<file path="config.mk">
export PLATFORM = sky130hd
export DESIGN_NAME = readChannel
export DESIGN_NICKNAME = d
export VERILOG_FILES = /design/src/common/sramWrapperPkg.sv /design/src/axiSlave/readChannel.sv
export SDC_FILE = /design/constraint.sdc
export NUM_CORES = 1
export LEC_CHECK = 0
export ABC_AREA = 0
export BUFFER_PORTS_ARGS = -buffer_cell sky130_fd_sc_hd__buf_4
export CORE_MARGIN = 2
export CORE_UTILIZATION = 41
export CTS_CLUSTER_SIZE = 10
export DETAILED_ROUTE_END_ITERATION = 12
export PLACE_DENSITY_LB_ADDON = 0.08
export SYNTH_ARGS = -nofsm -noshare
export SYNTH_HDL_FRONTEND = slang
export SYNTH_SLANG_ARGS = --single-unit
</file>
<file path="constraint.sdc">
create_clock -name clk -period 1.9 [get_ports clk]
set_input_delay 0.38 -clock clk [delete_from_list [all_inputs] [get_ports clk]]
set_output_delay 0.38 -clock clk [all_outputs]
set_load 0.005 [all_outputs]
</file>
<file path="src/common/sramWrapperPkg.sv">
// ------------------------------------------------
// Shared widths, depth, FSM codes and the address
// decode for the AXI SRAM slave
// ------------------------------------------------
`default_nettype none

package sramWrapperPkg;

    // AXI field widths
    localparam int ID_W   = 8;
    localparam int ADDR_W = 32;
    localparam int DATA_W = 32;
    localparam int STRB_W = 4;
    // Burst length field, 0 means one beat
    localparam int LEN_W  = 4;

    // SRAM geometry, 16K words of 32 bits
    localparam int WORD_ADDR_W = 14;
    localparam int MEM_DEPTH   = 16384;

    // Write FSM codes
    localparam logic [1:0] W_IDLE = 2'd0;
    localparam logic [1:0] W_DATA = 2'd1;
    localparam logic [1:0] W_RESP = 2'd2;

    // Read FSM codes
    localparam logic [1:0] R_IDLE    = 2'd0;
    localparam logic [1:0] R_ISSUE   = 2'd1;
    localparam logic [1:0] R_WAIT    = 2'd2;
    localparam logic [1:0] R_PRESENT = 2'd3;

    // One AXI address seen either as a byte address
    // or split into word index and byte offset
    typedef union packed {
        logic [ADDR_W-1:0] raw;
        struct packed {
            // Upper bits above the 64 KB window
            logic [ADDR_W-WORD_ADDR_W-3:0] unused;
            logic [WORD_ADDR_W-1:0]        wordIdx;
            logic [1:0]                    byteOff;
        } fields;
    } axiAddrT;

endpackage

`default_nettype wire

</file>
<file path="src/axiSlave/readChannel.sv">
// ------------------------------------------------
// AXI read burst FSM; one beat in flight, each word
// held in a register until RREADY takes it
// ------------------------------------------------
`timescale 1ns/1ps
`default_nettype none

module readChannel (
    input  logic                                   clk,
    input  logic                                   resetn,
    input  logic [sramWrapperPkg::ID_W-1:0]        ARID,
    input  logic [sramWrapperPkg::ADDR_W-1:0]      ARADDR,
    input  logic [sramWrapperPkg::LEN_W-1:0]       ARLEN,
    input  logic                                   ARVALID,
    output logic                                   ARREADY,
    output logic [sramWrapperPkg::ID_W-1:0]        RID,
    output logic [sramWrapperPkg::DATA_W-1:0]      RDATA,
    output logic                                   RLAST,
    output logic                                   RVALID,
    input  logic                                   RREADY,
    input  logic                                   readGrant,
    input  logic [sramWrapperPkg::DATA_W-1:0]      readData,
    output logic                                   readReq,
    output logic                                   readSel,
    output logic [sramWrapperPkg::WORD_ADDR_W-1:0] readAddr
);

    logic [1:0]                             state;
    logic [sramWrapperPkg::LEN_W-1:0]       lenReg;
    logic [sramWrapperPkg::LEN_W-1:0]       beatCnt;
    logic [sramWrapperPkg::WORD_ADDR_W-1:0] nextIdx;
    sramWrapperPkg::axiAddrT                arAddr;
    logic                                   arHs;
    logic                                   rHs;

    assign arAddr = ARADDR;
    assign arHs   = ARVALID && ARREADY;
    assign rHs    = RVALID && RREADY;

    // Hold the port for the whole burst
    assign readReq = (state == sramWrapperPkg::R_IDLE) ? ARVALID : 1'b1;
    assign ARREADY = (state == sramWrapperPkg::R_IDLE) && readGrant;
    assign RVALID  = (state == sramWrapperPkg::R_PRESENT);

    // One SRAM read per beat
    assign readSel  = (state == sramWrapperPkg::R_ISSUE);
    assign readAddr = nextIdx;

    // ------------------------------------------------
    // Control
    // ------------------------------------------------
    always_ff @(posedge clk or negedge resetn) begin
        if (!resetn) begin
            state   <= sramWrapperPkg::R_IDLE;
            beatCnt <= '0;
            RLAST   <= 1'b0;
        end else begin
            case (state)
                sramWrapperPkg::R_IDLE: begin
                    if (arHs) begin
                        state   <= sramWrapperPkg::R_ISSUE;
                        beatCnt <= '0;
                    end
                end
                sramWrapperPkg::R_ISSUE: state <= sramWrapperPkg::R_WAIT;
                sramWrapperPkg::R_WAIT: begin
                    // Word lands this cycle, flag the final beat
                    state <= sramWrapperPkg::R_PRESENT;
                    RLAST <= (beatCnt == lenReg);
                end
                sramWrapperPkg::R_PRESENT: begin
                    if (rHs) begin
                        RLAST <= 1'b0;
                        if (RLAST) begin
                            state <= sramWrapperPkg::R_IDLE;
                        end else begin
                            state   <= sramWrapperPkg::R_ISSUE;
                            beatCnt <= beatCnt + 1'b1;
                        end
                    end
                end
                default: state <= sramWrapperPkg::R_IDLE;
            endcase
        end
    end

    // Burst payload and the data holding register
    always_ff @(posedge clk) begin
        if (arHs) begin
            RID     <= ARID;
            lenReg  <= ARLEN;
            nextIdx <= arAddr.fields.wordIdx;
        end else if (state == sramWrapperPkg::R_ISSUE) begin
            nextIdx <= nextIdx + 1'b1;
        end
        if (state == sramWrapperPkg::R_WAIT) begin
            RDATA <= readData;
        end
    end

    // Held beat must not change under back-pressure
    assert property (@(posedge clk) disable iff (!resetn)
        RVALID && !RREADY |=> $stable(RDATA));

    // Last flag only ever rides on a valid beat
    assert property (@(posedge clk) disable iff (!resetn)
        RLAST |-> RVALID);

endmodule

`default_nettype wire

</file>
==> flow_metrics.py <==
metrics = {
    "finish": {
        "stdcell_area_um2": 4040,
        "areaGrowthSynthToFinish_pct": 48.1,
        "n_fill_cell": 532,
        "regArea_um2": 1920,
        "nNetsFinal": 408,
        "drive_gt1_share_pct": 47.4,
        "n_antenna_cell": 0,
        "post-route-util_pct": 63.3,
        "multi_input_area_um2": 771,
    },
    "grt": {
        "grtUsageMet3_pct": 4.52,
        "grt-ovfl-total": 0,
        "met2_usage_pct": 26.6,
        "grt_pass1_wl_um": 9330,
        "grt_max_degree": 36,
        "first_global_vias": 1910,
        "top_usage_layer": "met2",
        "grt.total_usage_pct": 16.4,
        "grtUsageMet1_pct": 21.3,
        "antenna_found_initial": 0,
    },
    "pwr": {
        "p_leak_nw": 1.67,
        "peakVddDrop_v": 0.000884,
        "fin_total_pwr_mw": 5.88,
        "power_density_nw_per_um2": 1450,
    },
    "synth": {
        "syn_inst": 187,
        "async_flop_share_pct": 10.8,
        "synth_warnings": 0,
        "ys_seq_area_share_pct": 70.2,
        "synth_cell_types": 42,
        "syn_avg_cell_area_um2": 14.6,
        "synth-edff-count": 58,
        "synth_ff_type": "edfxtp_1",
        "synth_area_um2": 2730,
        "syn-num-nets": 275,
        "synth_seq_cells": 65,
    },
    "drt": {
        "wl_per_cell_um": 15.1,
        "first_pass_iters": 4,
        "drc_errors": 0,
        "drtIter0Drc": 51,
        "wl_um": 6060,
        "vias": 1981,
        "final_antenna_net_count": 0,
        "via_per_inst": 4.93,
    },
    "clock_tree": {
        "numCtsBuffers": 9,
        "h-tree-depth": 3,
        "cts_root_buffer": "clkbuf_8",
        "cts_tree": "done",
        "clkSinkCount": 65,
        "cts_buffer_depth": 2,
        "worstSkewPairLatency_ns": 0.32,
        "path_clk_slew_ns": 0.07,
    },
    "status": {
        "outcome": "finished, final reports clean",
    },
    "min_path": {
        "hp-class": "in2reg",
    },
    "worst_setup_path": {
        "worstPathArrival_ns": 1.75,
        "crit_fanout": 14,
        "worst_setup_path_end_kind": "flip-flop",
        "worstSetupPathType": "reg2reg",
        "critPathRequiredTime_ns": 1.90,
        "worstSetupStartpointType": "flip-flop",
    },
    "die": {
        "pin_count": 140,
        "die_area_um2": 7320,
        "core-area_um2": 6390,
        "die_x_um": 85.6,
        "initial_core_util_pct": 42.7,
        "rows": 29,
        "die_y_um": 85.6,
    },
    "sta": {
        "setup_violations": 0,
        "finalCritPeriodShare_pct": 92.4,
        "relSlewSlack_pct": 69.4,
        "drv_slew": 0,
        "hold_violations": 0,
        "hold_slack_ns": 0.225,
        "fmax_mhz": 569,
        "rsz0062_at_grt": "false",
        "finClkSkew_ns": 0.00515,
        "setup_tns_ns": 0,
        "fin_crit_ns": 1.76,
        "worstMarginPinSlew_ns": 0.459,
    },
    "job": {
        "maxCapViolCount": 0,
    },
    "placement": {
        "dp_hpwl_um": 4440,
        "gp_congestion": 0.730,
        "port_buffers": 121,
        "place_area_um2": 3770,
    },
}
[stage by stage]
stage               setup WS (ns)  instances
detailed placement          0.144        385
global placement            0.175        385
global route               0.0323        402
finish                      0.144        402
floorplan                  0.0422        187
CTS                         0.134        402
[registers in the layout (all words and copies together) (netlist names)]
name / cells
state: 2
lenReg: 4
readAddr: 14
beatCnt: 4
RID: 8
RLAST: 1
RDATA: 32
[cell families (layout without fill, tap and decap cells)]
group / Yosys count / in the layout / share of synthesized area (%)
fa+ha+maj: 7 / 7 / 3.21
flops: 65 / 65 / 70.2
compound gates: 27 / 27 / 6.74
simple gates: 60 / 60 / 12.2
buf+inv: 10 / 148 / 1.56
xor+xnor: 15 / 15 / 4.81
mux: 3 / 3 / 1.19
[cells in the final DEF, fill, tap and decap left out, types with 5 or more instances in the layout]
| cell type | synthesis | routed |
|---|---|---|
| nor2_1 | 6 | 6 |
| nand2_1 | 23 | 23 |
| inv_1 | 5 | 5 |
| buf_4 | 0 | 124 |
| dfrtp_1 | 7 | 7 |
| clkbuf_8 | 0 | 9 |
| xor2_1 | 8 | 8 |
| xnor2_1 | 7 | 7 |
| o21ai_0 | 9 | 9 |
| ha_1 | 7 | 7 |
| nand3_1 | 6 | 6 |
| edfxtp_1 | 58 | 58 |
[synthesized netlist by cell type, types with 4 or more instances]
cell	number	area [um2]
buf_2	4	20.0
dfrtp_1	7	175
edfxtp_1	58	1740
ha_1	7	87.6
inv_1	5	18.8
nand2_1	23	86.3
nand2b_1	4	25.0
nand3_1	6	30.0
nand4_1	4	25.0
nor2_1	6	22.5
o21ai_0	9	45.0
o21ai_1	4	20.0
xnor2_1	7	61.3
xor2_1	8	70.1
[routing by layer]
layer	vias up	routed length, um	part of all wire [%]
met5	-	0	0
met4	0	68	1.1
met3	8	439	7.2
met2	76	2970	49
met1	935	2590	43
li1	962	-	-
[final cells by class]
| cell class | count | area share, % |
|---|---|---|
| Clock buffer | 11 | 3.25 |
| Multi-Input combinational cell | 112 | 19.1 |
| Inverter | 5 | 0.464 |
| Timing Repair Buffer | 127 | 24.3 |
| Clock inverter | 5 | 3.16 |
| Sequential cell | 65 | 47.4 |
| Tap cell | 77 | 2.38 |
[critical path, cell delays in order, from the launching register on]
cell and delay [ns]:
dfrtp_1 0.41, inv_1 0.15, ha_1 0.24, and3_2 0.27, or2_2 0.35
[what timing repair did]
action                                 CTS  global route
hold buffers                             1             0
buffers inserted                         0             0
endpoints found under the hold margin    7             0
gates resized for setup                  0             0
[path summary, 6_finish.rpt]
path,startpoint,end,slack [ns],cells after the start
worst max-delay path,state[0],readAddr[12],0.14,4
worst min-delay path,readData[19],RDATA[19],0.22,1
worst max register to register,state[0],readAddr[12],0.14,4
worst min register to register,RLAST,RLAST,0.61,2
max in group asynchronous,resetn,beatCnt[3],1.37,2
min in group asynchronous,resetn,beatCnt[1],0.40,2
[power by group]
| part | internal, mW | leakage, nW | switching (mW) |
|---|---|---|---|
| combinational | 0.984 | 0.917 | 0.881 |
| clock | 1.01 | 0.124 | 0.519 |
| sequential | 2.16 | 0.631 | 0.336 |
Note: power is estimated with default switching activity, not from simulation.
