===== src/common/sramWrapperPkg.sv =====
// ------------------------------------------------
// Shared widths, depth, FSM codes and the address
// decode for the AXI SRAM slave
// ------------------------------------------------
`default_nettype none

package sramWrapperPkg;

    // AXI field widths
    localparam int ID_W   = 8;
    localparam int ADDR_W = 32;
    localparam int DATA_W = 32;
    localparam int STRB_W = 4;
    // Burst length field, 0 means one beat
    localparam int LEN_W  = 4;

    // SRAM geometry, 16K words of 32 bits
    localparam int WORD_ADDR_W = 14;
    localparam int MEM_DEPTH   = 16384;

    // Write FSM codes
    localparam logic [1:0] W_IDLE = 2'd0;
    localparam logic [1:0] W_DATA = 2'd1;
    localparam logic [1:0] W_RESP = 2'd2;

    // Read FSM codes
    localparam logic [1:0] R_IDLE    = 2'd0;
    localparam logic [1:0] R_ISSUE   = 2'd1;
    localparam logic [1:0] R_WAIT    = 2'd2;
    localparam logic [1:0] R_PRESENT = 2'd3;

    // One AXI address seen either as a byte address
    // or split into word index and byte offset
    typedef union packed {
        logic [ADDR_W-1:0] raw;
        struct packed {
            // Upper bits above the 64 KB window
            logic [ADDR_W-WORD_ADDR_W-3:0] unused;
            logic [WORD_ADDR_W-1:0]        wordIdx;
            logic [1:0]                    byteOff;
        } fields;
    } axiAddrT;

endpackage

`default_nettype wire


===== src/sramPortMux.sv =====
// ------------------------------------------------
// Single SRAM port arbiter; one channel owns the
// port per burst, write wins a tie
// ------------------------------------------------
`timescale 1ns/1ps
`default_nettype none

module sramPortMux (
    input  logic                                   clk,
    input  logic                                   resetn,
    input  logic                                   writeReq,
    input  logic                                   readReq,
    input  logic                                   writeSel,
    input  logic [sramWrapperPkg::WORD_ADDR_W-1:0] writeAddr,
    input  logic [sramWrapperPkg::STRB_W-1:0]      writeEn,
    input  logic [sramWrapperPkg::DATA_W-1:0]      writeData,
    input  logic                                   readSel,
    input  logic [sramWrapperPkg::WORD_ADDR_W-1:0] readAddr,
    output logic                                   writeGrant,
    output logic                                   readGrant,
    output logic                                   memSel,
    output logic [sramWrapperPkg::WORD_ADDR_W-1:0] memAddr,
    output logic [sramWrapperPkg::STRB_W-1:0]      memWriteEn,
    output logic [sramWrapperPkg::DATA_W-1:0]      memWriteData
);

    logic ownerValid;
    logic ownerWrite;

    // Free port goes straight to a requester, else stays with owner
    always_comb begin
        if (ownerValid) begin
            writeGrant = ownerWrite && writeReq;
            readGrant  = !ownerWrite && readReq;
        end else begin
            writeGrant = writeReq;
            readGrant  = readReq && !writeReq;
        end
    end

    // Owner drops once its request falls
    always_ff @(posedge clk or negedge resetn) begin
        if (!resetn) begin
            ownerValid <= 1'b0;
            ownerWrite <= 1'b0;
        end else begin
            ownerValid <= writeGrant || readGrant;
            ownerWrite <= writeGrant;
        end
    end

    // Route the granted channel
    assign memSel       = writeGrant ? writeSel : (readGrant && readSel);
    assign memAddr      = writeGrant ? writeAddr : readAddr;
    assign memWriteEn   = writeGrant ? writeEn : '0;
    assign memWriteData = writeData;

    assert property (@(posedge clk) disable iff (!resetn)
        !(writeGrant && readGrant));

endmodule

`default_nettype wire


===== config.mk =====
export PLATFORM = sky130hd
export DESIGN_NAME = sramPortMux
export DESIGN_NICKNAME = d
export VERILOG_FILES = /design/src/common/sramWrapperPkg.sv /design/src/sramPortMux.sv
export SDC_FILE = /design/constraint.sdc
export NUM_CORES = 1
export LEC_CHECK = 0
export ABC_AREA = 1
export BUFFER_PORTS_ARGS = -buffer_cell sky130_fd_sc_hd__buf_2
export CORE_MARGIN = 1
export CORE_UTILIZATION = 27
export DETAILED_ROUTE_END_ITERATION = 10
export PLACE_DENSITY_LB_ADDON = 0.12
export SLEW_MARGIN = 30
export SYNTH_ARGS = -nofsm -noshare
export SYNTH_HDL_FRONTEND = slang
export SYNTH_SLANG_ARGS = --single-unit

===== constraint.sdc =====
create_clock -name clk -period 2.8 [get_ports clk]
set_input_delay 0.42 -clock clk [delete_from_list [all_inputs] [get_ports clk]]
set_output_delay 0.42 -clock clk [all_outputs]
set_load 0.005 [all_outputs]

==> reports/summary.log, run 1 <==
qor: placement.numPortBuffers 58
qor: global_route.vias_in_the_first_global_route 572
qor: finish.finalCoreUtilization 33.3%
qor: hold_path.count_of_cells_along_the_worst_hold_path 3
qor: critical_path.timing.critical_path.to_type output pin
qor: global_route.grt_first_pass_wirelength 2420 um
qor: power.leakage 0.484 nW
qor: critical_path.worst_r2r_path_depth 4
qor: timing.slew-limit-headroom 77.9%
qor: global_route.grt_use_met1 13.1%
qor: logic_synthesis.seq_area_frac_synth 8.21%
qor: critical_path.crit_type reg -> out
qor: power.switching_part_of_the_total_power 39.6%
qor: critical_path.cp_max_fo 20
qor: clock_tree.cts.clk_slew.worst_paths 0.03 ns
qor: die.initial_core_util 29.8%
qor: power.max-vdd-ir-drop 0.000119 V
qor: global_route.grt_use_total 13.3%
qor: drt.first_pass_iteration_count_of_the_detailed_router 3
qor: die.dieHeight 49.5 um
qor: logic_synthesis.yosys.cell_count.top_type buf_4
qor: clock_tree.cts_made_buffers 3
qor: finish.antenna_cells_inserted 0
qor: global_route.gr-usage-met3 3.40%
qor: placement.dpl_cell_area 648 um^2
qor: clock_tree.insertion_delay 0.23 ns
qor: die.placement_row_count 16
qor: logic_synthesis.syn_avg_cell_area 5.97 um^2
qor: timing.maxClockFrequency 588 MHz
qor: global_route.pin_count_of_the_biggest_net_entering_global_routing 21
qor: global_route.global_route.usage.met2 22.8%
qor: hold_path.hp-start readReq
qor: timing.layout_min_cycle_time 1.70 ns
qor: logic_synthesis.synth.largest_area_cell buf_4
qor: logic_synthesis.asyncSetResetFlopFracSynth 100%
qor: finish.final_layout_size_suffix_gt1_share 49.6%
qor: die.die_area 2450 um^2
qor: logic_synthesis.synthDistinctLibCells 9
qor: global_route.grt.overflow.total 0
qor: critical_path.startpoint ownerWrite
qor: hold_path.worstHoldEndpoint ownerValid
qor: critical_path.timing.reg2reg.setup_slack 1.79 ns
qor: timing.setup-violations-final 0
qor: finish.number_of_nets_in_the_finished_design 199
qor: critical_path.critical_path_required 2.38 ns
qor: logic_synthesis.synth_fp_nets 172
qor: power.comb_power_share 56.7%
qor: finish.finalInstanceArea 681 um^2
qor: run.maxCapViolations 0
qor: hold_path.worst_hold_path_type in -> reg
qor: outcome.status finished, final reports clean
qor: logic_synthesis.cell_types_with_the_highest_counts_after_synthesis 35 x buf_4, 32 x nand2_1, 16 x nand3_1
qor: drt.drc_errors 0
qor: drt.wl 1700 um
qor: clock_tree.htree_num_levels 1
qor: timing.rsz_0062_raised_after_global_routing no
qor: drt.drt_first_iter_violations 5
qor: timing.max_slew.worst_pin.slew 0.332 ns
qor: clock_tree.clock_tree_from_tritoncts done
qor: timing.hold-worst-slack 0.479 ns
qor: timing.post-route-worst-setup-slack 1.10 ns
qor: timing.setup-tns-final 0 ns
qor: drt.detail_route.wl_per_cell 11.0 um
qor: clock_tree.cts.sinks 2
qor: critical_path.rr_endpoint ownerWrite
qor: power.power.net_switching 0.0941 mW
qor: drt.final_antenna_net_count 0
qor: logic_synthesis.ys.flop_type dfrtp_1
qor: global_route.number_of_antenna_violations_at_the_first_check_in_global_routing 0
qor: timing.finalHoldViolations 0
qor: finish.area_growth 11.7%
qor: drt.routed-via-count 674
qor: critical_path.worstReg2RegStart ownerWrite
qor: power.sequential_fraction_of_design_power 15.5%
qor: power.p_clk_share 27.9%
qor: logic_synthesis.synth.cell_area 609 um^2
qor: logic_synthesis.post_synth_inst_count 102
qor: clock_tree.root_buffer clkbuf_4
qor: die.die_width 49.5 um
qor: placement.place_congestion 0.662
qor: drt.avgViaCountPerCell 4.38
qor: placement.dpl_worst_slack 1.18 ns
qor: logic_synthesis.synth_warnings 0
qor: clock_tree.clock_path_buffers 2
qor: critical_path.arrival 1.28 ns
qor: global_route.grt.busiest_layer met2
qor: logic_synthesis.synth.top_cells.by_area buf_4 43%, nand2_1 20%, nand3_1 13%
qor: power.power_per_cell_area 349 nW/um^2
qor: clock_tree.cts_setup_buffers 0
qor: timing.finalMaxSlewViolations 0
qor: logic_synthesis.synth_enable_flop_cells 0
qor: critical_path.setup.worst_path.start_class flop
qor: timing.clock_skew 0.00169 ns
qor: timing.fin_crit_sh 60.8%
qor: placement.hpwlAfterDp 1310 um
qor: logic_synthesis.yosys.area.top_type_share 43.1%
qor: die.fp.coreArea 2040 um^2
qor: die.ios 123
qor: logic_synthesis.synth.ff_latch_count 2
qor: power.internal_power 0.143 mW
## final cells by class
cell class                      count  area (um^2)
Timing Repair Buffer               59          300
Sequential cell                     2         50.0
Inverter                            8         30.0
Multi-Input combinational cell     55          244
Tap cell                           27         33.8
Fill cell                         254         1360
Clock buffer                        3         22.5
## logic make-up (layout without fill, tap and decap cells)
| group | count (synthesis) | count (layout) | synth area share [%] |
|---|---|---|---|
| flops | 2 | 2 | 8.21 |
| simple gates | 55 | 55 | 40.0 |
| buf+inv | 45 | 70 | 51.7 |
## worst max-delay path: stages (launching register included)
cell and delay (ns):
dfrtp_1 0.36, inv_1 0.09, nand2_4 0.14, nand2_4 0.21, nand2_1 0.08, nand2_1 0.07
buf_2 0.11
## per-layer routing
metal,wire (um),vias to the layer above
li1,-,331
met1,592,271
met2,807,64
met3,243,8
met4,51,0
met5,0,-
## flip-flops by register name (all words and copies together) (netlist names)
name	cells
ownerValid	1
ownerWrite	1
## repair_timing
item                                   CTS  global route
endpoints found under the hold margin    2             0
hold buffers                             1             0
resized for setup                        0             0
setup endpoints to repair                0             0
## cells in the final DEF, fill, tap and decap left out
master	synthesis	layout
buf_2	0	58
clkbuf_4	0	3
dfrtp_1	2	2
dlygate4sd3_1	0	1
inv_1	8	8
nand2_1	32	32
nand2_4	2	2
nand3_1	16	16
nand4_1	1	1
nor2_1	4	4
## stage by stage
| step | power, mW | instances |
|---|---|---|
| after global routing | 0.262 | 154 |
| final | 0.237 | 154 |
| after global placement | 0.170 | 150 |
| after floorplan | 0.152 | 102 |
| after detailed placement | 0.172 | 150 |
| after CTS | 0.243 | 154 |
## how the worst max path moves through the flow
stage | slack, ns | to
floorplan | 1.53 | memAddr[10]
global placement | 1.21 | memAddr[11]
detailed placement | 1.18 | memAddr[6]
CTS | 1.08 | memAddr[6]
global route | 0.98 | memAddr[8]
finish | 1.10 | memAddr[6]
## power by group through the flow
stage	logic, mW	registers (mW)	clock network (mW)
after floorplan	0.116	0.0367	0
after detailed placement	0.135	0.0371	0
after global routing	0.153	0.0370	0.0716
after global placement	0.133	0.0370	0
final	0.135	0.0368	0.0662
after CTS	0.136	0.0368	0.0699
Note: power is estimated with default switching activity, not from simulation.
==> run 2: changes to the inputs <==
--- a/config.mk
+++ b/config.mk
@@ -8,7 +8,7 @@
 export ABC_AREA = 1
 export BUFFER_PORTS_ARGS = -buffer_cell sky130_fd_sc_hd__buf_2
 export CORE_MARGIN = 1
-export CORE_UTILIZATION = 27
+export CORE_UTILIZATION = 22
 export DETAILED_ROUTE_END_ITERATION = 10
 export PLACE_DENSITY_LB_ADDON = 0.12
 export SLEW_MARGIN = 30
==> constraint.sdc (replaced) <==
create_clock -name clk -period 1.5 [get_ports clk]
set_input_delay 0.225 -clock clk [delete_from_list [all_inputs] [get_ports clk]]
set_output_delay 0.225 -clock clk [all_outputs]
set_load 0.005 [all_outputs]
==> run 2 against run 1 <==
Wire length is 19% higher; highest routed layer unchanged; flip-flop and latch count did not move; via count grew 3.7%; clock-buffer cell count stayed put; largest cell class unchanged.
==> reports/summary.log, run 2 (synthesis gave the netlist of run 1 again) <==
qor: drt.avgViaCountPerCell 4.31
qor: power.power_per_cell_area 674 nW/um^2
qor: timing.hold-worst-slack 0.296 ns
qor: run.maxCapViolations 0
qor: drt.drc_errors 0
qor: drt.detail_route.wl_per_cell 12.4 um
qor: critical_path.timing.critical_path.slowest_cell_delay 0.37 ns
qor: clock_tree.cts.clk_slew.worst_paths 0.03 ns
qor: critical_path.arrival 1.23 ns
qor: clock_tree.root_buffer clkbuf_4
qor: critical_path.crit_family buffers and inverters
qor: drt.routed-via-count 699
qor: critical_path.worst-path-buf-inv 3
qor: clock_tree.cts.sinks 2
qor: clock_tree.clock_path_buffers 2
qor: global_route.vias_in_the_first_global_route 513
qor: drt.first_pass_iteration_count_of_the_detailed_router 4
qor: placement.hpwlAfterDp 1500 um
qor: placement.numPortBuffers 58
qor: finish.antenna_cells_inserted 0
qor: drt.drt_first_iter_violations 10
qor: timing.layout_min_cycle_time 1.45 ns
qor: global_route.grt_use_total 10.8%
qor: timing.slew-limit-headroom 77.4%
qor: global_route.pin_count_of_the_biggest_net_entering_global_routing 21
qor: global_route.grt_first_pass_wirelength 2280 um
qor: die.dieHeight 54.6 um
qor: die.die_area 2980 um^2
qor: timing.fin_crit_sh 96.7%
qor: timing.finalMaxSlewViolations 0
qor: clock_tree.insertion_delay 0.22 ns
qor: clock_tree.htree_num_levels 1
qor: critical_path.cell_by_cell_listing_of_the_critical_path inv_2, nand2_8, clkbuf_16, nand3_1, nand2_1, buf_2
qor: critical_path.timing.critical_path.to_type output pin
qor: critical_path.setup.worst_path.start_class flop
qor: global_route.global_route.usage.met2 18.5%
qor: clock_tree.clock_tree_from_tritoncts done
qor: finish.area_growth 26.9%
qor: global_route.grt.busiest_layer met2
qor: finish.top_regs ownerValid (1), ownerWrite (1)
qor: power.leakage 0.517 nW
qor: finish.finalCoreUtilization 30.4%
qor: timing.max_slew.worst_pin.slew 0.339 ns
qor: global_route.grt.overflow.total 0
qor: critical_path.crit_type reg -> out
qor: timing.setup-violations-final 0
qor: outcome.status finished, final reports clean
qor: timing.finalHoldViolations 0
qor: drt.final_antenna_net_count 0
qor: hold_path.worst_hold_path_type in -> reg
qor: die.fp.coreArea 2540 um^2
qor: die.initial_core_util 23.9%
qor: global_route.gr-usage-met3 2.78%
qor: finish.final_layout_size_suffix_gt1_share 53.0%
qor: timing.rsz_0062_raised_after_global_routing yes
qor: power.max-vdd-ir-drop 0.000250 V
qor: timing.clock_skew 0.000658 ns
qor: placement.place_congestion 0.649
qor: finish.number_of_nets_in_the_finished_design 204
qor: die.ios 123
qor: global_route.number_of_antenna_violations_at_the_first_check_in_global_routing 0
qor: critical_path.critPathSlowestCell dfrtp_1
qor: die.die_width 54.6 um
qor: die.placement_row_count 18
qor: drt.wl 2020 um
qor: critical_path.cp_max_fo 5
qor: clock_tree.cts_made_buffers 3
qor: finish.most_frequent_standard_cell_in_the_layout_excluding_fill_and_tap_cells buf_2
qor: timing.maxClockFrequency 690 MHz
qor: critical_path.critical_path_required 1.27 ns
qor: global_route.grt_use_met1 10.8%
qor: finish.mostFrequentLayoutCells 58 x buf_2, 32 x nand2_1, 16 x nand3_1
## run 2: cell count changes in the layout (fill, tap and decap cells not counted), sizes merged
cell / delta
buf: +2
clkbuf: +1
nand2: +2
## run 2: power breakdown
| group | switching [mW] | total (mW) | internal, mW |
|---|---|---|---|
| sequential | 0.0129 | 0.0757 | 0.0629 |
| combinational | 0.160 | 0.326 | 0.165 |
| clock | 0.0318 | 0.120 | 0.0884 |
| total | 0.205 | 0.521 | 0.317 |
## run 2: cell type report
type                    count  area (um^2)
repair buffers             62          353
inverters                   8         30.0
flip-flops and latches      2         51.3
clock buffers               3         22.5
fillers                   283         1770
well taps                  30         37.5
multi-input cells          57          279
## run 2: per-layer routing
layer	up-vias	part of all wire, %	routed length [um]
met4	0	2.3	46
li1	344	-	-
met2	59	49	995
met5	-	0	0
met1	290	35	696
met3	6	14	277
## run 2: tightest hold or removal path: stages
cell	delay, ns
buf_2	0.09
nand3_1	0.10
nand2_1	0.07
## run 2: worst paths after layout
check                      slack, ns    endpoint        from  cells after the start
min reg2reg                     0.63  ownerValid  ownerWrite                      3
min in group asynchronous       0.32  ownerWrite      resetn                      2
min                             0.30  ownerValid     readReq                      3
max                             0.05  memAddr[5]  ownerWrite                      6
max in group asynchronous       1.08  ownerValid      resetn                      2
max reg2reg                     0.56  ownerWrite  ownerWrite                      4
## run 2: through the flow
step	setup slack (ns)	setup TNS (ns)	total power, mW	cell area, um^2	std cells
detailed placement	0.229	0	0.323	659	154
global placement	0.244	0	0.322	659	154
global route	-0.00480	-0.00975	0.577	773	162
CTS	0.0239	0	0.462	701	158
floorplan	0.482	0	0.284	609	102
finish	0.0499	0	0.521	773	162
## run 2: timing repair
action,4_1_cts,5_1_grt
gates resized for setup,1,3
setup buffers,0,1
gates cloned,0,3
pin swaps,0,2
endpoints found under the setup margin,14,19
endpoints found under the hold margin,2,0
hold buffers,1,0
