## src/common/sramWrapperPkg.sv

```systemverilog
// ------------------------------------------------
// Shared widths, depth, FSM codes and the address
// decode for the AXI SRAM slave
// ------------------------------------------------
`default_nettype none

package sramWrapperPkg;

    // AXI field widths
    localparam int ID_W   = 8;
    localparam int ADDR_W = 32;
    localparam int DATA_W = 32;
    localparam int STRB_W = 4;
    // Burst length field, 0 means one beat
    localparam int LEN_W  = 4;

    // SRAM geometry, 16K words of 32 bits
    localparam int WORD_ADDR_W = 14;
    localparam int MEM_DEPTH   = 16384;

    // Write FSM codes
    localparam logic [1:0] W_IDLE = 2'd0;
    localparam logic [1:0] W_DATA = 2'd1;
    localparam logic [1:0] W_RESP = 2'd2;

    // Read FSM codes
    localparam logic [1:0] R_IDLE    = 2'd0;
    localparam logic [1:0] R_ISSUE   = 2'd1;
    localparam logic [1:0] R_WAIT    = 2'd2;
    localparam logic [1:0] R_PRESENT = 2'd3;

    // One AXI address seen either as a byte address
    // or split into word index and byte offset
    typedef union packed {
        logic [ADDR_W-1:0] raw;
        struct packed {
            // Upper bits above the 64 KB window
            logic [ADDR_W-WORD_ADDR_W-3:0] unused;
            logic [WORD_ADDR_W-1:0]        wordIdx;
            logic [1:0]                    byteOff;
        } fields;
    } axiAddrT;

endpackage

`default_nettype wire

```

## src/axiSlave/writeChannel.sv

```systemverilog
// ------------------------------------------------
// AXI write burst FSM; takes the address, streams
// strobed beats into the SRAM, then answers on B
// ------------------------------------------------
`timescale 1ns/1ps
`default_nettype none

module writeChannel (
    input  logic                                   clk,
    input  logic                                   resetn,
    input  logic [sramWrapperPkg::ID_W-1:0]        AWID,
    input  logic [sramWrapperPkg::ADDR_W-1:0]      AWADDR,
    input  logic [sramWrapperPkg::LEN_W-1:0]       AWLEN,
    input  logic                                   AWVALID,
    output logic                                   AWREADY,
    input  logic [sramWrapperPkg::DATA_W-1:0]      WDATA,
    input  logic [sramWrapperPkg::STRB_W-1:0]      WSTRB,
    input  logic                                   WLAST,
    input  logic                                   WVALID,
    output logic                                   WREADY,
    output logic [sramWrapperPkg::ID_W-1:0]        BID,
    output logic                                   BVALID,
    input  logic                                   BREADY,
    input  logic                                   writeGrant,
    output logic                                   writeReq,
    output logic                                   writeSel,
    output logic [sramWrapperPkg::WORD_ADDR_W-1:0] writeAddr,
    output logic [sramWrapperPkg::STRB_W-1:0]      writeEn,
    output logic [sramWrapperPkg::DATA_W-1:0]      writeData
);

    logic [1:0]                             state;
    logic [sramWrapperPkg::LEN_W-1:0]       beatsLeft;
    logic [sramWrapperPkg::WORD_ADDR_W-1:0] wordIdx;
    sramWrapperPkg::axiAddrT                awAddr;
    logic                                   awHs;
    logic                                   wHs;
    logic                                   lastBeat;

    assign awAddr = AWADDR;
    assign awHs   = AWVALID && AWREADY;
    assign wHs    = WVALID && WREADY;
    // Burst closes on WLAST, or once the AWLEN count runs out
    assign lastBeat = WLAST || (beatsLeft == '0);

    // Port request from a pending address until the last beat
    assign writeReq = (state == sramWrapperPkg::W_IDLE) ? AWVALID
                                                        : (state == sramWrapperPkg::W_DATA);
    assign AWREADY  = (state == sramWrapperPkg::W_IDLE) && writeGrant;
    assign WREADY   = (state == sramWrapperPkg::W_DATA);
    assign BVALID   = (state == sramWrapperPkg::W_RESP);

    // SRAM write straight off the W handshake
    assign writeSel  = wHs;
    assign writeAddr = wordIdx;
    assign writeEn   = WSTRB & {sramWrapperPkg::STRB_W{wHs}};
    assign writeData = WDATA;

    // ------------------------------------------------
    // Control
    // ------------------------------------------------
    always_ff @(posedge clk or negedge resetn) begin
        if (!resetn) begin
            state     <= sramWrapperPkg::W_IDLE;
            beatsLeft <= '0;
        end else begin
            case (state)
                sramWrapperPkg::W_IDLE: begin
                    if (awHs) begin
                        state     <= sramWrapperPkg::W_DATA;
                        beatsLeft <= AWLEN;
                    end
                end
                sramWrapperPkg::W_DATA: begin
                    // WVALID low just stalls here
                    if (wHs) begin
                        beatsLeft <= beatsLeft - 1'b1;
                        if (lastBeat) begin
                            state <= sramWrapperPkg::W_RESP;
                        end
                    end
                end
                sramWrapperPkg::W_RESP: begin
                    if (BREADY) begin
                        state <= sramWrapperPkg::W_IDLE;
                    end
                end
                default: state <= sramWrapperPkg::W_IDLE;
            endcase
        end
    end

    // ID and word pointer, base taken from the decoded address
    always_ff @(posedge clk) begin
        if (awHs) begin
            BID     <= AWID;
            wordIdx <= awAddr.fields.wordIdx;
        end else if (wHs) begin
            wordIdx <= wordIdx + 1'b1;
        end
    end

    // Data phase only opens after an accepted address
    assert property (@(posedge clk) disable iff (!resetn)
        $rose(WREADY) |-> $past(AWVALID && AWREADY));

endmodule

`default_nettype wire

```

## config.mk

```make
export PLATFORM = sky130hd
export DESIGN_NAME = writeChannel
export DESIGN_NICKNAME = d
export VERILOG_FILES = /design/src/common/sramWrapperPkg.sv /design/src/axiSlave/writeChannel.sv
export SDC_FILE = /design/constraint.sdc
export NUM_CORES = 1
export LEC_CHECK = 0
export ABC_AREA = 1
export BUFFER_PORTS_ARGS = -buffer_cell sky130_fd_sc_hd__buf_2
export CAP_MARGIN = 0
export CORE_UTILIZATION = 39
export CTS_CLUSTER_DIAMETER = 100
export DETAILED_ROUTE_END_ITERATION = 7
export GPL_TIMING_DRIVEN = 0
export PLACE_DENSITY = 0.92
export SLEW_MARGIN = 10
export SYNTH_ARGS = -nofsm -noshare
export SYNTH_HDL_FRONTEND = slang
export SYNTH_SLANG_ARGS = --single-unit
```

## constraint.sdc

```tcl
create_clock -name clk -period 1.9 [get_ports clk]
set_clock_uncertainty 0.2 [all_clocks]
set_input_delay 0.095 -clock clk [delete_from_list [all_inputs] [get_ports clk]]
set_output_delay 0.095 -clock clk [all_outputs]
set_load 0.03 [all_outputs]
```

==> results of run 1 <==
[worst register-to-register path, delay by kind of cell, from the launching register on]
| family | cells | cell delay, ns |
|---|---|---|
| DFF | 1 | 0.43 |
| and+or+nand+nor | 4 | 0.53 |
| adders and majority gates | 1 | 0.19 |
| AOI/OAI and AO/OA | 1 | 0.10 |
[power by group through the flow]
stage / combinational (µW) / clock [µW] / sequential, µW
2_1_floorplan: 906 / 0 / 1310
3_3_place_gp: 1480 / 0 / 1080
3_5_place_dp: 1530 / 0 / 1100
4_1_cts: 1590 / 387 / 1090
5_1_grt: 1710 / 398 / 1110
6_report: 1580 / 376 / 1090
[metrics by stage]
step                      utilization (%)  total power, µW
after detailed placement             53.6             2630
after floorplan                         -             2210
final                                61.9             3040
after CTS                            61.9             3060
after global placement               53.6             2560
after global routing                 61.9             3230
[cell usage after synthesis, drive strengths merged, types with 2 or more instances]
master,instances,area [µm²]
nand3,15,75.1
nor2,18,77.6
ha,2,25.0
buf,34,256
edfxtp,22,661
dfrtp,6,150
o211ai,2,15.0
nand2,62,267
inv,23,88.8
o21ai,9,45.0
nand4,5,46.3
a31oi,3,18.8
[sequential cells by signal, indices dropped and copies added, names as in the netlist]
name,count
writeAddr,14
state,2
BID,8
beatsLeft,4
[metal layers]
metal / routed length [µm] / track usage, % / vias up
met1: 1770 / 19.3 / 820
met2: 2440 / 35.6 / 75
met3: 233 / 1.74 / 4
met4: 42 / 4.89 / 0
li1: - / - / 921
met5: 0 / 0 / -
[cell type report]
class,instances,share of cell area (%)
buffer,34,9.45
clock buffer,4,2.03
inverter,24,3.59
multi-input combinational,123,23.0
sequential,28,29.9
tap,52,2.40
timing repair buffer,130,29.7
[kinds of logic (layout without fill, tap and decap cells)]
kind of cell	after synthesis	in the layout	share of synthesized area [%]
AO/OA/AOI/OAI	18	18	6.15
XOR/XNOR	1	1	0.490
adder cells (fa/ha/maj)	2	2	1.40
buffers and inverters	58	192	19.8
AND/OR/NAND/NOR	102	102	26.9
flip-flops	28	28	45.3
[worst paths after layout]
path | to | cells past startpoint
max | writeEn[3] | 6
min | writeAddr[7]$_DFFE_PP_ | 4
max reg2reg | writeAddr[6]$_DFFE_PP_ | 6
min reg2reg | beatsLeft[2]$_DFFE_PN0P_ | 2
max in group asynchronous | state[1]$_DFFE_PN0P_ | 3
min in group asynchronous | beatsLeft[3]$_DFFE_PN0P_ | 3
==> summary.txt, run 1 <==
status -> finished clean
Ys Warns -> 0
most frequent cells in the layout -> buf_2, nand2_1, buf_4
Fill cells -> 390
Final period util -> 90.9%
crit path cell chain -> inv_2 -> nand2_4 -> clkinv_4 -> nand2_4 -> nor2_1 -> buf_2
PwrDens -> 1120 nW/µm²
Total Wirelength -> 4490 µm
Final nets -> 433
Post CTS Setup Buffer Count -> 0
Routed Antenna Nets -> 0
hold buffer count at cts -> 31
area of the multi-input gates -> 624 µm²
cell area after synthesis -> 1790 µm²
CTS clock-pin slew for the worst setup and hold paths -> 0.10 ns
die height -> 69.7 µm
Synth Register Bits -> 28
die area -> 4860 µm²
Max Root-Sink Buffers -> 2
Setup WS pre-CTS -> 0.229 ns
Slew Viols, Final -> 0
root buffer cell -> clkbuf_8
final worst setup slack -> 0.173 ns
DRC viols -> 0
FF-to-FF Start -> writeAddr[0]$_DFFE_PP_
via count -> 1820
leakage power -> 0.00141 µW
FF/Latch Area -> 811 µm²
DR pass1 iterations -> 4
min-delay src -> writeGrant
Post-synth EDFFs -> 22
Tot GR Track Use -> 17.7%
RSZ-0062 raised after global routing -> no
CP bufs+invs -> 3
placed cell areas -> 2350 µm²
post-route minimum period -> 1.73 ns
TNS Setup -> 0 ns
Sw Share -> 46.5%
top_reg_cell synth -> edfxtp_1
Via density -> 4.61
Num CTS Buffers -> 3
fmax -> 0.579 GHz
Die W -> 69.7 µm
port bufs -> 99
Yosys cell types -> 29
DR iter-0 viols -> 37
FFs w/ async S/R, synth -> 21.4%
critical path's slowest cell -> dfrtp_1
vias in the first global route -> 1662
Worst path most repeated cell -> nand2_4
I/O pin total -> 150
Rel. slew slack -> 76.6%
arrival time worst endpoint -> 1.43 ns
Site Rows -> 24
Crit Path Category -> flip-flop to output pin
CTS tree -> done
crit-path leading delay family -> buffers and inverters
CTS sink cnt -> 28
Critical Path Start Type -> flip-flop
post-DR wirelength/cell -> 11.4 µm
commonest non-fill, non-tap cell in the layout -> buf_2
Crit. End Element -> output pin
# setup viols final -> 0
first-pass GRT wire length -> 6960 µm
H-tree depth -> 1
Ant. Diodes -> 0
worst reg-to-reg setup slack -> 0.19 ns
post-synth net total -> 298
Starting Density -> 40.8%
Critical Path RT -> 1.60 ns
final hold violations -> 0
dpl hpwl -> 3330 µm
finished layout cell area -> 2720 µm²
Post-Layout Cell Count -> 395
CP Launch Point -> state[1]$_DFFE_PN0P_
largest net degree at the start of global routing -> 22
gr ovfl total -> 0
combinational share of power -> 51.8%
maximum VDD drop -> 0.540 mV
clock share of power -> 12.4%
worst-margin pin slew -> 0.350 ns
post-cts sizing count -> 0
Core ar. -> 4380 µm²
CP max FO -> 8
initial antenna violation count -> 0
Layout area overhead -> 51.7%
net switching power -> 1420 µW
Worst-Skew Late Latency -> 0.27 ns
CP peak stage delay -> 0.41 ns
HP Class -> primary input to flip-flop
register area share after synthesis -> 45.3%
sequential share of power -> 35.8%
Hold WS -> 0.187 ns
fraction of layout cells with a size suffix above 1 -> 44.0%
Placer Congestion -> 0.798
Cell Int Power -> 1630 µW
post-synthesis area per instance -> 8.56 µm²
Post-Place Cells -> 360
# Max-Cap Violations -> 0
Mapped Cells -> 209
Power figures use the tool's default switching activity.
==> run 2, diff against run 1 <==
- CORE_ASPECT_RATIO: not set -> 1.1
- CORE_UTILIZATION: 39 -> 40
- CTS_BUF_LIST: not set -> sky130_fd_sc_hd__clkbuf_8
- PLACE_DENSITY: 0.92 -> 0.94
==> run 2 against run 1 <==
Against the previous run:
- non-clock buffer count grew 1
- sequential share of layout area shrank 0.41 points
- sequential cell count stayed put
- cell area up 1.4%
- via count increased by 1.2%
- first-iteration DRC count grew to 3.2 times the previous value
- maximum frequency shrank 4.4%
- sequential power barely moved
- final cell count increased by 0.76%
- combinational power hardly changed
- clock-buffer cell count fell by 1
- register-to-register slack got worse by 0.098 ns
- critical path type is now flip-flop to flip-flop
- critical endpoint is now state[1]$_DFFE_PN0P_
- largest cell class unchanged
- largest power group unchanged
- highest routed layer unchanged
==> summary.txt, run 2 (synthesis results as in run 1) <==
status -> finished clean
leakage power -> 0.00142 µW (+0.82%)
combinational share of power -> 50.6% (-1.2 points)
Slew Viols, Final -> 0 (unchanged)
Worst path most repeated cell -> nand2_4
Layout area overhead -> 53.8%
# setup viols final -> 0 (unchanged)
largest net degree at the start of global routing -> 22 (unchanged)
Final period util -> 95.1% (+4.2 points)
Core ar. -> 4290 µm² (-2.3%)
area of the multi-input gates -> 633 µm² (+1.4%)
clock share of power -> 14.9% (+2.5 points)
Worst-Skew Late Latency -> 0.27 ns (about the same)
CP max FO -> 8 (unchanged)
maximum VDD drop -> 0.583 mV (+8.0%)
Ant. Diodes -> 0 (unchanged)
final worst setup slack -> 0.0925 ns (-0.0801 ns)
Max Root-Sink Buffers -> 2 (unchanged)
Rel. slew slack -> 78.2% (+1.5 points)
PwrDens -> 1150 nW/µm² (+2.4%)
Routed Antenna Nets -> 0 (unchanged)
first-pass GRT wire length -> 7110 µm (+2.3%)
Die W -> 65.8 µm (-5.7%)
CTS tree -> done
Largest register FFs -> 14 (unchanged)
Final nets -> 434 (+0.23%)
CTS clock-pin slew for the worst setup and hold paths -> 0.10 ns (about the same)
Starting Density -> 41.8% (+0.94 points)
DRC viols -> 0 (unchanged)
Post-Place Cells -> 362 (+0.56%)
crit-path leading delay family -> buffers and inverters
Site Rows -> 25 (+4.2%)
arrival time worst endpoint -> 1.77 ns (+0.34 ns)
fmax -> 0.553 GHz (-4.4%)
DR iter-0 viols -> 117 (+220%)
Cell Int Power -> 1740 µW (+6.8%)
CTS sink cnt -> 28 (unchanged)
most frequent cells in the layout -> buf_2, nand2_1, buf_4, dlygate4sd3_1, edfxtp_1
HP Class -> primary input to flip-flop
Via density -> 4.63 (+0.39%)
Final Core Density -> 64.2% (+2.3 points)
port bufs -> 99 (unchanged)
worst-margin pin slew -> 0.327 ns (-0.0228 ns)
dpl hpwl -> 3220 µm (-3.2%)
CP bufs+invs -> 2 (-1)
critical path's slowest cell -> dlygate4sd3_1
Placer Congestion -> 0.794 (-0.49%)
sequential share of power -> 34.5% (-1.3 points)
post-route minimum period -> 1.81 ns (+0.0801 ns)
Crit Path Category -> flip-flop to flip-flop
Num CTS Buffers -> 3 (unchanged)
die area -> 4740 µm² (-2.4%)
commonest non-fill, non-tap cell in the layout -> buf_2
vias in the first global route -> 1710 (+2.9%)
Crit. End Element -> flip-flop
H-tree depth -> 1 (unchanged)
Total Wirelength -> 4600 µm (+2.4%)
root buffer cell -> clkbuf_8
die height -> 72.1 µm (+3.5%)
crit path cell chain -> nand2_4 -> clkinv_4 -> nand2_4 -> o32ai_1 -> dlygate4sd3_1
gr ovfl total -> 0 (unchanged)
I/O pin total -> 150 (unchanged)
initial antenna violation count -> 0 (unchanged)
final hold violations -> 0 (unchanged)
DR pass1 iterations -> 5 (+1)
fraction of layout cells with a size suffix above 1 -> 44.8% (+0.74 points)
Sw Share -> 45.0% (-1.5 points)
CP peak stage delay -> 0.56 ns (+0.15 ns)
Critical Path RT -> 1.87 ns (+0.27 ns)
Setup WS pre-CTS -> 0.238 ns (+0.00869 ns)
Post-Layout Cell Count -> 398 (+0.76%)
Fill cells -> 364 (-6.7%)
via count -> 1841 (+1.2%)
FF/Latch Area -> 811 µm² (unchanged)
Power Total -> 3160 µW (+3.8%)
net switching power -> 1420 µW (+0.37%)
# Max-Cap Violations -> 0 (unchanged)
post-DR wirelength/cell -> 11.5 µm (+1.6%)
Critical Path Start Type -> flip-flop
Tot GR Track Use -> 19.3% (+1.6 points)
==> run 2: worst paths after layout <==
path / end / from / slack, ns / depth (start not counted)
setup / recovery: state[1]$_DFFE_PN0P_ / state[0]$_DFFE_PN0P_ / 0.09 / 5
hold / removal: writeAddr[7]$_DFFE_PP_ / writeGrant / 0.18 / 4
setup reg to reg: state[1]$_DFFE_PN0P_ / state[0]$_DFFE_PN0P_ / 0.09 / 5
hold reg to reg: beatsLeft[2]$_DFFE_PN0P_ / beatsLeft[2]$_DFFE_PN0P_ / 0.32 / 2
max in group asynchronous: state[1]$_DFFE_PN0P_ / resetn / 0.66 / 3
min in group asynchronous: beatsLeft[1]$_DFFE_PN0P_ / resetn / 0.60 / 3
==> run 2: layout make-up <==
| cell class | count | area share [%] |
|---|---|---|
| plain buffers | 34 | 9.32 |
| multi-input cells | 123 | 23.0 |
| clock inverters | 1 | 1.09 |
| well taps | 54 | 2.45 |
| clock buffers | 3 | 1.50 |
| inverters | 24 | 3.55 |
| flip-flops and latches | 28 | 29.5 |
| repair buffers | 131 | 29.6 |
==> run 2: per-stage QoR <==
step	hold slack (ns)	TNS, ns	area, µm²
after floorplan	-0.401	0	1790
after global placement	-0.275	0	2350
after detailed placement	-0.265	0	2350
after CTS	0.182	0	2740
after global routing	0.203	-0.00839	2750
final	0.181	0	2750
==> run 2: power groups by stage <==
stage / logic, µW / clock network (µW) / registers, µW
4_1_cts: 1580 / 481 / 1080
3_5_place_dp: 1520 / 0 / 1100
6_report: 1600 / 470 / 1090
2_1_floorplan: 906 / 0 / 1310
5_1_grt: 1760 / 498 / 1120
3_3_place_gp: 1480 / 0 / 1080
==> run 2: worst register-to-register path, delay by kind of cell, from the launching register on <==
| kind | cells | cell delay, ns |
|---|---|---|
| compound gates | 1 | 0.10 |
| buf+inv | 2 | 0.66 |
| flops | 1 | 0.46 |
| simple gates | 2 | 0.29 |
==> run 2: metal layers <==
layer / routed length, µm / track usage, %
met4: 74 / 8.45
met1: 1730 / 21.2
met2: 2540 / 36.4
met5: 0 / 0
met3: 243 / 2.36
==> run 2: repair_timing <==
action / CTS / global route
setup buffers: 0 / 0
endpoints found under the hold margin: 34 / 0
resized for setup: 0 / 3
hold buffers: 32 / 0
setup endpoints to repair: 0 / 1
==> run 3, diff against run 2 <==
- REMOVE_ABC_BUFFERS: not set -> 1
==> run 3 against run 2 <==
Against the previous run:
- cell area decreased by 2.1%
- core utilization fell by 1.3 points
- combinational power increased by 6%
- critical path type unchanged
- critical endpoint is now state[0]$_DFFE_PN0P_
- largest power group unchanged
==> summary.txt, run 3 (synthesis results as in run 1) <==
most frequent cells in the layout -> buf_2, dlygate4sd3_1, nand2_1
die height -> 72.1 µm (unchanged)
CTS clock-pin slew for the worst setup and hold paths -> 0.11 ns (about the same)
Fill cells -> 332 (-8.8%)
PwrDens -> 1210 nW/µm² (+5.8%)
Placer Congestion -> 0.848 (+6.8%)
DR iter-0 viols -> 161 (+38%)
Rel. slew slack -> 73.2% (-5.0 points)
final hold violations -> 0 (unchanged)
Power Total -> 3270 µW (+3.6%)
Core ar. -> 4290 µm² (unchanged)
status -> finished clean
die area -> 4740 µm² (unchanged)
HP Class -> primary input to flip-flop
# setup viols final -> 0 (unchanged)
Critical Path Start Type -> flip-flop
CP peak stage delay -> 0.57 ns (about the same)
Tot GR Track Use -> 26.6% (+7.3 points)
Max Root-Sink Buffers -> 2 (unchanged)
via count -> 1834 (-0.38%)
commonest non-fill, non-tap cell in the layout -> buf_2
Crit. End Element -> flip-flop
maximum VDD drop -> 0.823 mV (+41%)
# Max-Cap Violations -> 0 (unchanged)
Die W -> 65.8 µm (unchanged)
gr ovfl total -> 0 (unchanged)
DRC viols -> 0 (unchanged)
Hold WS -> 0.0325 ns (-0.148 ns)
root buffer cell -> clkbuf_8
Layout area overhead -> 50.6%
CTS sink cnt -> 28 (unchanged)
crit path cell chain -> inv_1 -> ha_4 -> a31oi_2 -> nand2_1 -> o211ai_1 -> dlygate4sd3_1
Setup WS pre-CTS -> -0.00545 ns (-0.243 ns)
largest net degree at the start of global routing -> 25 (+14%)
Largest register FFs -> 14 (unchanged)
CP max FO -> 4 (-4)
fraction of layout cells with a size suffix above 1 -> 29.7% (-15 points)
Routed Antenna Nets -> 0 (unchanged)
Site Rows -> 25 (unchanged)
Final Core Density -> 62.9% (-1.3 points)
initial antenna violation count -> 2 (+2)
Post-Layout Cell Count -> 369 (-7.3%)
fmax -> 0.543 GHz (-1.8%)
Final nets -> 403 (-7.1%)
Worst-Skew Late Latency -> 0.28 ns (about the same)
first-pass GRT wire length -> 9180 µm (+29%)
H-tree depth -> 1 (unchanged)
DR pass1 iterations -> 4 (-1)
I/O pin total -> 150 (unchanged)
Critical Path RT -> 1.87 ns (about the same)
Post-Place Cells -> 296 (-18%)
post-DR wirelength/cell -> 18.1 µm (+57%)
Crit Path Category -> flip-flop to flip-flop
worst-margin pin slew -> 0.401 ns (+0.0738 ns)
critical path's slowest cell -> dlygate4sd3_1
arrival time worst endpoint -> 1.81 ns (+0.04 ns)
Via density -> 4.97 (+7.4%)
Num CTS Buffers -> 3 (unchanged)
Total Wirelength -> 6680 µm (+45%)
vias in the first global route -> 1787 (+4.5%)
port bufs -> 67 (-32%)
Slew Viols, Final -> 0 (unchanged)
RSZ-0062 raised after global routing -> no
Starting Density -> 41.8% (unchanged)
dpl hpwl -> 4600 µm (+43%)
final worst setup slack -> 0.0586 ns (-0.0338 ns)
post-route minimum period -> 1.84 ns (+0.0338 ns)
leakage power -> 0.00128 µW (-9.9%)
CTS tree -> done
Final period util -> 96.9% (+1.8 points)
## run 3: timing repair
action / 4_1_cts / 5_1_grt
endpoints found under the setup margin: 2 / 2
pin swaps: 0 / 2
hold buffers: 63 / 0
setup buffers: 0 / 4
hold endpoints to repair: 65 / 0
gates resized for setup: 1 / 5
## run 3: area by class of cell
cell class                      count  area (µm²)  share of cell area, %
Timing Repair Buffer              134         996                   37.0
Sequential cell                    28         812                   30.1
Tap cell                           54        67.6                   2.51
Multi-Input combinational cell    123         643                   23.9
Inverter                           24         100                   3.71
Clock inverter                      1        30.0                   1.11
Clock buffer                        3        41.3                   1.53
Antenna cell                        2        5.00                  0.186
## run 3: report_power, final
part	total [µW]	switching (µW)	internal, µW
Sequential	1100	171	927
Clock	488	206	282
Combinational	1690	1130	559
Total	3270	1510	1770
## run 3: path summary, 6_finish.rpt
kind	start	endpoint	slack, ns	depth (start not counted)
setup / recovery	beatsLeft[1]$_DFFE_PN0P_	state[0]$_DFFE_PN0P_	0.06	6
hold / removal	AWADDR[9]	writeAddr[7]$_DFFE_PP_	0.03	3
setup reg to reg	beatsLeft[1]$_DFFE_PN0P_	state[0]$_DFFE_PN0P_	0.06	6
hold reg to reg	beatsLeft[2]$_DFFE_PN0P_	beatsLeft[2]$_DFFE_PN0P_	0.29	2
max in group asynchronous	resetn	state[0]$_DFFE_PN0P_	0.69	3
min in group asynchronous	resetn	beatsLeft[3]$_DFFE_PN0P_	0.56	3
## run 3: per-layer routing
| layer | share of wire, % | vias to the layer above | wire length (µm) | global-route usage (%) |
|---|---|---|---|---|
| met5 | 0 | - | 0 | 0 |
| met4 | 4.8 | 0 | 318 | 10.6 |
| met3 | 8.3 | 28 | 553 | 4.87 |
| met2 | 52 | 120 | 3490 | 51.0 |
| met1 | 35 | 828 | 2320 | 27.8 |
| li1 | - | 858 | - | - |
## run 3: worst max-delay path, delay by kind of cell, from the launching register on
kind | cells | cell delay [ns]
buf+inv | 2 | 0.71
flops | 1 | 0.38
compound gates | 2 | 0.18
fa+ha+maj | 1 | 0.17
simple gates | 1 | 0.08
## run 3: stage by stage
stage | area, µm² | TNS (ns)
after global placement | 1940 | 0
after floorplan | 1530 | 0
final | 2700 | 0
after CTS | 2640 | 0
after detailed placement | 1940 | -0.00545
after global routing | 2700 | 0
